**config.mk**
```make
export PLATFORM = sky130hd
export DESIGN_NAME = tcpcTop
export DESIGN_NICKNAME = d
export VERILOG_FILES = /design/src/tcpcPkg.sv /design/src/tcpcBusFront.sv /design/src/tcpcAddrDecode.sv /design/src/tcpcRegStore.sv /design/src/tcpcTop.sv
export SDC_FILE = /design/constraint.sdc
export NUM_CORES = 1
export LEC_CHECK = 0
export CAP_MARGIN = 15
export CORE_MARGIN = 2
export CORE_UTILIZATION = 45
export CTS_BUF_LIST = sky130_fd_sc_hd__clkbuf_4 sky130_fd_sc_hd__clkbuf_8 sky130_fd_sc_hd__clkbuf_16
export DETAILED_ROUTE_END_ITERATION = 8
export DONT_BUFFER_PORTS = 1
export PLACE_DENSITY = 0.71
export RECOVER_POWER = 25
export SLEW_MARGIN = 20
export SYNTH_ARGS = -nofsm -noshare
export SYNTH_HDL_FRONTEND = slang
export SYNTH_SLANG_ARGS = --single-unit
```
**constraint.sdc**
```tcl
create_clock -name CLK -period 5.56 [get_ports CLK]
set_clock_uncertainty 0.1 [all_clocks]
set_input_delay 0.278 -clock CLK [delete_from_list [all_inputs] [get_ports CLK]]
set_output_delay 0.278 -clock CLK [all_outputs]
set_load 0.1 [all_outputs]
```
**src/tcpcPkg.sv**
```systemverilog
package tcpcPkg;

	typedef logic [7:0]  regAddr_t;
	typedef logic [15:0] regData_t;
	typedef logic [7:0]  regByte_t;

	// host request as seen on the bus
	typedef struct packed {
		regAddr_t addr;
		regData_t wrData;
		logic     readNotWrite;
	} busReq_t;

	typedef enum logic [4:0] {
		selVendorId, selProductId, selDeviceId,
		selTypecRev, selPdRev, selPdIfRev,
		selAlert, selAlertMask,
		selPowerStatusMask, selFaultStatusMask,
		selCtrl,
		selCcStatus, selPowerStatus, selFaultStatus,
		selTransmit, selTxByteCount, selTxBuf,
		selVbusThresh,
		selNone
	} regSel_t;

	typedef struct packed {
		regSel_t    sel;
		logic [4:0] index;  // ctrl reg, tx byte or vbus word number
		logic       wrEn;
		regData_t   wrData;
	} decodedReq_t;

	typedef struct packed {
		regByte_t ccStatus;
		regByte_t powerStatus;
	} portStatus_t;

	localparam int ctrlCount  = 5;
	localparam int txBufBytes = 30;  // header plus seven objects
	localparam int vbusWords  = 4;

	localparam regAddr_t addrVendorId        = 8'h00;
	localparam regAddr_t addrProductId       = 8'h02;
	localparam regAddr_t addrDeviceId        = 8'h04;
	localparam regAddr_t addrTypecRev        = 8'h06;
	localparam regAddr_t addrPdRev           = 8'h08;
	localparam regAddr_t addrPdIfRev         = 8'h0A;
	localparam regAddr_t addrAlert           = 8'h10;
	localparam regAddr_t addrAlertMask       = 8'h12;
	localparam regAddr_t addrPowerStatusMask = 8'h14;
	localparam regAddr_t addrFaultStatusMask = 8'h15;
	localparam regAddr_t addrCtrlBase        = 8'h18;  // 0x18..0x1C
	localparam regAddr_t addrCcStatus        = 8'h1D;
	localparam regAddr_t addrPowerStatus     = 8'h1E;
	localparam regAddr_t addrFaultStatus     = 8'h1F;
	localparam regAddr_t addrTransmit        = 8'h50;
	localparam regAddr_t addrTxByteCount     = 8'h51;
	localparam regAddr_t addrTxBufBase       = 8'h52;  // 0x52..0x6F
	localparam regAddr_t addrVbusBase        = 8'h72;  // 16-bit words up to 0x78

	localparam regData_t typecRevValue = 16'h0016;
	localparam regData_t pdRevValue    = 16'h0000;
	localparam regData_t pdIfRevValue  = 16'hABCD;

	localparam regData_t alertMaskReset   = 16'h0FFF;
	localparam regByte_t statusMaskReset  = 8'hFF;
	localparam regByte_t faultStatusReset = 8'h80;
	localparam regByte_t txByteCountReset = 8'h65;

	// std output config, tcpc ctrl, role ctrl, fault ctrl, power ctrl
	localparam regByte_t ctrlReset [ctrlCount] = '{8'h60, 8'h00, 8'h0A, 8'h00, 8'h60};

	localparam regByte_t txBufReset [txBufBytes] = '{
		8'h63, 8'h38, 8'h67, 8'h37, 8'h32, 8'hFF, 8'hC7, 8'hA7, 8'hA2, 8'hF9,
		8'h54, 8'h35, 8'h46, 8'h67, 8'h00, 8'h00, 8'h00, 8'h00, 8'h00, 8'h00,
		8'h00, 8'h00, 8'h00, 8'h00, 8'h00, 8'h00, 8'h00, 8'h00, 8'h00, 8'h00
	};

endpackage

```
**src/tcpcBusFront.sv**
```systemverilog
module tcpcBusFront import tcpcPkg::*;
(
	input  logic     CLK,
	input  logic     reset,
	input  logic     req_i,
	input  busReq_t  request_i,
	input  logic     storeDone_i,
	input  regData_t storeData_i,
	output logic     ack_o,
	output regData_t rdData_o,
	output logic     frontValid_o,
	output busReq_t  frontReq_o
);

	typedef enum logic [1:0] {frontIdle, frontWait, frontAck} frontState_t;

	frontState_t state;

	always_ff @(posedge CLK)
	begin
		if (reset)
		begin
			state        <= frontIdle;
			frontValid_o <= 1'b0;
		end
		else
		begin
			frontValid_o <= 1'b0;  // single cycle pulse
			case (state)
				frontIdle:
				begin
					if (req_i)
					begin
						frontValid_o <= 1'b1;
						state        <= frontWait;
					end
				end
				frontWait:
				begin
					if (storeDone_i)
						state <= frontAck;
				end
				frontAck:
				begin
					if (!req_i)  // host done, release ack
						state <= frontIdle;
				end
				default:
					state <= frontIdle;
			endcase
		end
	end

	always_ff @(posedge CLK)
	begin
		if (state == frontIdle && req_i)
			frontReq_o <= request_i;  // stable while req is high
		if (state == frontWait && storeDone_i)
			rdData_o <= storeData_i;  // held through the ack phase
	end

	assign ack_o = (state == frontAck);

endmodule

```
**src/tcpcAddrDecode.sv**
```systemverilog
module tcpcAddrDecode import tcpcPkg::*;
(
	input  logic        CLK,
	input  logic        reset,
	input  logic        frontValid_i,
	input  busReq_t     frontReq_i,
	output logic        decodeValid_o,
	output decodedReq_t decodeReq_o
);

	regAddr_t   addr;
	regAddr_t   ctrlOff;
	regAddr_t   txOff;
	regAddr_t   vbusOff;
	regSel_t    sel;
	logic [4:0] index;
	logic       writable;
	logic       isWrite;

	assign addr    = frontReq_i.addr;
	assign ctrlOff = addr - addrCtrlBase;  // wraps high below the base
	assign txOff   = addr - addrTxBufBase;
	assign vbusOff = addr - addrVbusBase;
	assign isWrite = !frontReq_i.readNotWrite;

	always_comb
	begin
		sel   = selNone;
		index = '0;
		case (addr)
			addrVendorId:        sel = selVendorId;
			addrProductId:       sel = selProductId;
			addrDeviceId:        sel = selDeviceId;
			addrTypecRev:        sel = selTypecRev;
			addrPdRev:           sel = selPdRev;
			addrPdIfRev:         sel = selPdIfRev;
			addrAlert:           sel = selAlert;
			addrAlertMask:       sel = selAlertMask;
			addrPowerStatusMask: sel = selPowerStatusMask;
			addrFaultStatusMask: sel = selFaultStatusMask;
			addrCcStatus:        sel = selCcStatus;
			addrPowerStatus:     sel = selPowerStatus;
			addrFaultStatus:     sel = selFaultStatus;
			addrTransmit:        sel = selTransmit;
			addrTxByteCount:     sel = selTxByteCount;
			default:
			begin
				if (ctrlOff < regAddr_t'(ctrlCount))
				begin
					sel   = selCtrl;
					index = ctrlOff[4:0];
				end
				else if (txOff < regAddr_t'(txBufBytes))
				begin
					sel   = selTxBuf;
					index = txOff[4:0];
				end
				else if (vbusOff < regAddr_t'(2 * vbusWords) && !vbusOff[0])
				begin
					sel   = selVbusThresh;
					index = {3'b000, vbusOff[2:1]};  // word number
				end
			end
		endcase
	end

	// identity, revision and port status are read only
	always_comb
	begin
		case (sel)
			selVendorId, selProductId, selDeviceId,
			selTypecRev, selPdRev, selPdIfRev,
			selCcStatus, selPowerStatus, selNone: writable = 1'b0;
			default:                              writable = 1'b1;
		endcase
	end

	always_ff @(posedge CLK)
	begin
		if (reset)
			decodeValid_o <= 1'b0;
		else
			decodeValid_o <= frontValid_i;
	end

	always_ff @(posedge CLK)
	begin
		if (frontValid_i)
		begin
			decodeReq_o.sel    <= (isWrite && !writable) ? selNone : sel;  // dropped write
			decodeReq_o.index  <= index;
			decodeReq_o.wrEn   <= isWrite && writable;
			decodeReq_o.wrData <= frontReq_i.wrData;
		end
	end

endmodule

```
**src/tcpcRegStore.sv**
```systemverilog
module tcpcRegStore import tcpcPkg::*;
#(
	parameter regData_t vendorId  = 16'h0012,
	parameter regData_t productId = 16'hFABC,
	parameter regData_t deviceId  = 16'h0005
)
(
	input  logic        CLK,
	input  logic        reset,
	input  logic        decodeValid_i,
	input  decodedReq_t decodeReq_i,
	input  portStatus_t portStatus_i,
	input  regData_t    alertEvent_i,
	output logic        storeDone_o,
	output regData_t    storeData_o,
	output logic        alert_o
);

	regData_t    alertReg;
	regData_t    alertMask;
	regByte_t    powerStatusMask;
	regByte_t    faultStatusMask;
	regByte_t    faultStatus;
	regByte_t    transmitReg;
	regByte_t    txByteCount;
	regByte_t    ctrlRegs [ctrlCount];
	regByte_t    txBuf [txBufBytes];
	regData_t    vbusRegs [vbusWords];
	portStatus_t portStatus;
	regData_t    alertWritten;
	regData_t    rdWord;
	regByte_t    wrByte;
	logic        hostWrite;

	assign hostWrite = decodeValid_i && decodeReq_i.wrEn;
	assign wrByte    = decodeReq_i.wrData[7:0];  // 8-bit regs take the low byte

	// host write first, hardware events ORed on top
	assign alertWritten = (hostWrite && decodeReq_i.sel == selAlert) ?
		decodeReq_i.wrData : alertReg;

	always_ff @(posedge CLK)
	begin
		if (reset)
		begin
			alertReg        <= '0;
			alertMask       <= alertMaskReset;
			powerStatusMask <= statusMaskReset;
			faultStatusMask <= statusMaskReset;
			faultStatus     <= faultStatusReset;
			transmitReg     <= '0;
			txByteCount     <= txByteCountReset;
			ctrlRegs        <= ctrlReset;
			txBuf           <= txBufReset;
			vbusRegs        <= '{default: '0};
			portStatus      <= '0;
		end
		else
		begin
			alertReg   <= alertWritten | alertEvent_i;
			portStatus <= portStatus_i;  // sampled every cycle
			if (hostWrite)
			begin
				case (decodeReq_i.sel)
					selAlertMask:       alertMask <= decodeReq_i.wrData;
					selPowerStatusMask: powerStatusMask <= wrByte;
					selFaultStatusMask: faultStatusMask <= wrByte;
					selCtrl:            ctrlRegs[decodeReq_i.index[2:0]] <= wrByte;
					selFaultStatus:     faultStatus <= wrByte;
					selTransmit:        transmitReg <= wrByte;
					selTxByteCount:     txByteCount <= wrByte;
					selTxBuf:           txBuf[decodeReq_i.index] <= wrByte;
					selVbusThresh:      vbusRegs[decodeReq_i.index[1:0]] <= decodeReq_i.wrData;
					default:            ;  // alert handled above
				endcase
			end
		end
	end

	always_comb
	begin
		case (decodeReq_i.sel)
			selVendorId:        rdWord = vendorId;
			selProductId:       rdWord = productId;
			selDeviceId:        rdWord = deviceId;
			selTypecRev:        rdWord = typecRevValue;
			selPdRev:           rdWord = pdRevValue;
			selPdIfRev:         rdWord = pdIfRevValue;
			selAlert:           rdWord = alertReg;
			selAlertMask:       rdWord = alertMask;
			selPowerStatusMask: rdWord = {8'h00, powerStatusMask};
			selFaultStatusMask: rdWord = {8'h00, faultStatusMask};
			selCtrl:            rdWord = {8'h00, ctrlRegs[decodeReq_i.index[2:0]]};
			selCcStatus:        rdWord = {8'h00, portStatus.ccStatus};
			selPowerStatus:     rdWord = {8'h00, portStatus.powerStatus};
			selFaultStatus:     rdWord = {8'h00, faultStatus};
			selTransmit:        rdWord = {8'h00, transmitReg};
			selTxByteCount:     rdWord = {8'h00, txByteCount};
			selTxBuf:           rdWord = {8'h00, txBuf[decodeReq_i.index]};
			selVbusThresh:      rdWord = vbusRegs[decodeReq_i.index[1:0]];
			default:            rdWord = '0;  // unmapped reads as zero
		endcase
	end

	always_ff @(posedge CLK)
	begin
		if (reset)
			storeDone_o <= 1'b0;
		else
			storeDone_o <= decodeValid_i;
	end

	always_ff @(posedge CLK)
	begin
		if (decodeValid_i)
			storeData_o <= decodeReq_i.wrEn ? '0 : rdWord;  // writes return zero
	end

	assign alert_o = |(alertReg & alertMask);

endmodule

```
**src/tcpcTop.sv**
```systemverilog
module tcpcTop import tcpcPkg::*;
#(
	parameter regData_t vendorId  = 16'h0012,
	parameter regData_t productId = 16'hFABC,
	parameter regData_t deviceId  = 16'h0005
)
(
	input  logic        CLK,
	input  logic        reset,
	input  logic        req_i,
	input  busReq_t     request_i,
	input  portStatus_t portStatus_i,
	input  regData_t    alertEvent_i,
	output logic        ack_o,
	output regData_t    rdData_o,
	output logic        alert_o
);

	logic        frontValid;
	busReq_t     frontReq;
	logic        decodeValid;
	decodedReq_t decodeReq;
	logic        storeDone;
	regData_t    storeData;

	tcpcBusFront front0 (
		.CLK          (CLK),
		.reset        (reset),
		.req_i        (req_i),
		.request_i    (request_i),
		.storeDone_i  (storeDone),
		.storeData_i  (storeData),
		.ack_o        (ack_o),
		.rdData_o     (rdData_o),
		.frontValid_o (frontValid),
		.frontReq_o   (frontReq)
	);

	tcpcAddrDecode decode0 (
		.CLK           (CLK),
		.reset         (reset),
		.frontValid_i  (frontValid),
		.frontReq_i    (frontReq),
		.decodeValid_o (decodeValid),
		.decodeReq_o   (decodeReq)
	);

	tcpcRegStore #(
		.vendorId  (vendorId),
		.productId (productId),
		.deviceId  (deviceId)
	) store0 (
		.CLK           (CLK),
		.reset         (reset),
		.decodeValid_i (decodeValid),
		.decodeReq_i   (decodeReq),
		.portStatus_i  (portStatus_i),
		.alertEvent_i  (alertEvent_i),
		.storeDone_o   (storeDone),
		.storeData_o   (storeData),
		.alert_o       (alert_o)
	);

endmodule

```
==> results.cfg <==
[flow_run]
maxCapViolCount = 3

[sta]
fmax_mhz = 249
fin_tns_setup_ps = 0
setup_ws_ps = 1540
rsz0062_at_grt = false
drv_slew = 260
slew_headroom = -1.75
timing.final.crit_share = 0.723
setup_viol = 0
min_period_ps = 4020
tightest_slew_ps = 4120
timing.hold.ws_ps = 73.5
hold_viol = 0

[cells_and_area]
fin_cells = 3213
nets = 2562
diodes = 0
synthToLayoutAreaGrowth_pct = 17.5
drive_gt1_frac = 0.0948
fin_util = 0.533
mostFrequentLayoutCell = nand2_1
final_area_mm2 = 0.0266
layout_common_cells = nand2_1, dfxtp_1, a21oi_1

[clock_tree]
cts_tree = yes
clk_path_buf_depth = 3
htreeDepth = 2
cts_made_buffers = 52
cts_sinks = 521
cts_root_buf = clkbuf_16
clk_pin_slew_ps = 60
clk_latency_ps = 620
cts-resized-gates = 0
cts_setup_buffers = 0

[drt]
dr.pass1.iters = 8
drtIter0Drc = 2389
route.vias.total = 19239
routedWlPerCell_um = 21.0
vias_per_cell = 5.99
drc_errors = 0
drt-total-wl_um = 67400
drt.antenna.violating_nets = 0

[floorplanning]
ios = 78
die-area_mm2 = 0.0521
die_h_um = 228
num_rows = 82
initial_core_util = 0.453
core_area_mm2 = 0.0499
die_width_um = 228

[power]
power_mw = 8.08
peakVddDrop_mv = 0.245
powerDensity_mw_per_mm2 = 304
p_leak_nw = 9.08

[placed_design]
dp.cells = 2938
dpl_cell_area_mm2 = 0.0229
place_congestion = 0.947
dp_slack_ps = 2050
io_buffer_count = 0
hpwl_um = 39400

[critical_path]
worstRegToRegCells = 8
cp-start-kind = flip-flop
path_class = flip-flop to flip-flop
crit_path_max_fanout = 27
crit_required_ps = 6010
arrival_ps = 4470
crit_path_end_kind = flip-flop

[synthesis]
synthCells = 2431
yosys_warnings = 0
synth_cell_types = 67
ys_seq_elements = 521
syn-cell-area_mm2 = 0.0226
async_flop_share = 0
synth-main-ff-cell = dfxtp_1
yosys-top-cells-area = dfxtp_1, edfxtp_1, nand2_1, mux4_2, a21oi_1
synth_area_leader_cell = dfxtp_1
syn_nets = 2495
ys_seq_area_frac = 0.498
synth.avg_cell_area_um2 = 9.30
synth_edf_count = 84
synth_top_area_frac = 0.387

[hold_path]
hold_path.class = primary input to flip-flop
holdPathStages = 2

[run_status]
violations = capacitance limit, slew limit
run_status = complete, but fails checks

[global_routing]
grt_util_all_layers = 0.253
first_global_vias = 18575
grt_first_pass_wirelength_um = 105000
overflow = 0
antenna_found_initial = 0
grt_max_degree = 318
state kept, by name, summed over array words and instances (netlist names), 8 cells and up:
| signal | cells |
|---|---|
| store0.alertReg | 16 |
| store0.vbusRegs | 64 |
| front0.frontReq_o | 25 |
| store0.txByteCount | 8 |
| store0.storeData_o | 16 |
| store0.transmitReg | 8 |
| store0.portStatus | 16 |
| store0.alertMask | 16 |
| store0.powerStatusMask | 8 |
| front0.rdData_o | 16 |
| store0.ctrlRegs | 40 |
| store0.faultStatusMask | 8 |
| store0.txBuf | 240 |
| store0.faultStatus | 8 |
| decode0.decodeReq_o | 27 |
final cells by class:
cell class              count  area (um^2)
repair buffers            218         2080
clock inverters            22          298
multi-input cells        1679        10400
clock buffers              75         1550
flip-flops and latches    521        11300
well taps                 672          841
fillers                  4260        23300
inverters                  26         97.6
repair_timing:
action / CTS / global route
hold buffers: 177 / 0
endpoints found under the hold margin: 462 / 0
setup endpoints to repair: 0 / 0
synth_stat cells (5+ instances only):
| master | n |
|---|---|
| mux4_2 | 79 |
| buf_1 | 20 |
| nor3b_1 | 5 |
| o21ai_0 | 82 |
| dfxtp_1 | 437 |
| and3_1 | 9 |
| a22oi_1 | 29 |
| clkbuf_1 | 143 |
| nor4_1 | 9 |
| nand2_1 | 566 |
| a211o_1 | 70 |
| nand3_1 | 34 |
| inv_1 | 25 |
| mux2i_1 | 77 |
| nand3b_1 | 34 |
| nand2b_1 | 10 |
| buf_2 | 36 |
| and2_1 | 7 |
| nor2_1 | 121 |
| o22ai_1 | 6 |
| a222oi_1 | 6 |
| or2_2 | 5 |
| a21oi_1 | 271 |
| buf_6 | 5 |
| a22o_1 | 8 |
| a31oi_1 | 28 |
| a221oi_1 | 11 |
| nor2b_1 | 99 |
| nor3_1 | 25 |
| nand4_1 | 12 |
| edfxtp_1 | 84 |
| or3_1 | 6 |
worst max-delay path: stages, from the launching register on:
cell and delay [ps]:
edfxtp_1 630, nor2_1 390, and3_1 650, nand3_1 140
buf_4 290, nor2_1 900, nand2_1 130, a21oi_1 170
dlygate4sd3_1 550
worst paths after layout:
check,end,slack [ps],start
max,store0.txBuf[161]$_SDFFE_PP0P_,1540,decode0.decodeReq_o[24]$_SDFFCE_PP0P_
min,store0.txBuf[131]$_SDFFE_PP0P_,70,reset
max reg2reg,store0.txBuf[161]$_SDFFE_PP0P_,1540,decode0.decodeReq_o[24]$_SDFFCE_PP0P_
min reg2reg,decode0.decodeReq_o[0]$_DFFE_PP_,320,front0.frontReq_o[1]$_DFFE_PP_
power breakdown:
| group | switching [mW] | internal, mW |
|---|---|---|
| Clock | 1.51 | 2.26 |
| Sequential | 0.0529 | 3.87 |
| Combinational | 0.246 | 0.142 |
per-layer routing:
metal  global-route usage  part of all wire  vias to the layer above
met5                    0                 0                        -
met4               0.0933             0.033                        0
met3               0.0533             0.098                      167
met2                0.396              0.46                     1021
met1                0.344              0.41                     9364
li1                     -                 -                     8687
kinds of logic (layout without fill, tap and decap cells):
logic type,Yosys count,in the layout,share of synthesized area
xor gates and xnor gates,7,7,0.00271
buffers and inverters,231,341,0.0422
and+or+nand+nor,956,956,0.190
DFF,521,521,0.498
AOI/OAI and AO/OA,552,552,0.150
muxes,160,160,0.115
adders and majority gates,4,4,0.00221
No activity file was read; power rests on OpenSTA's default activity.
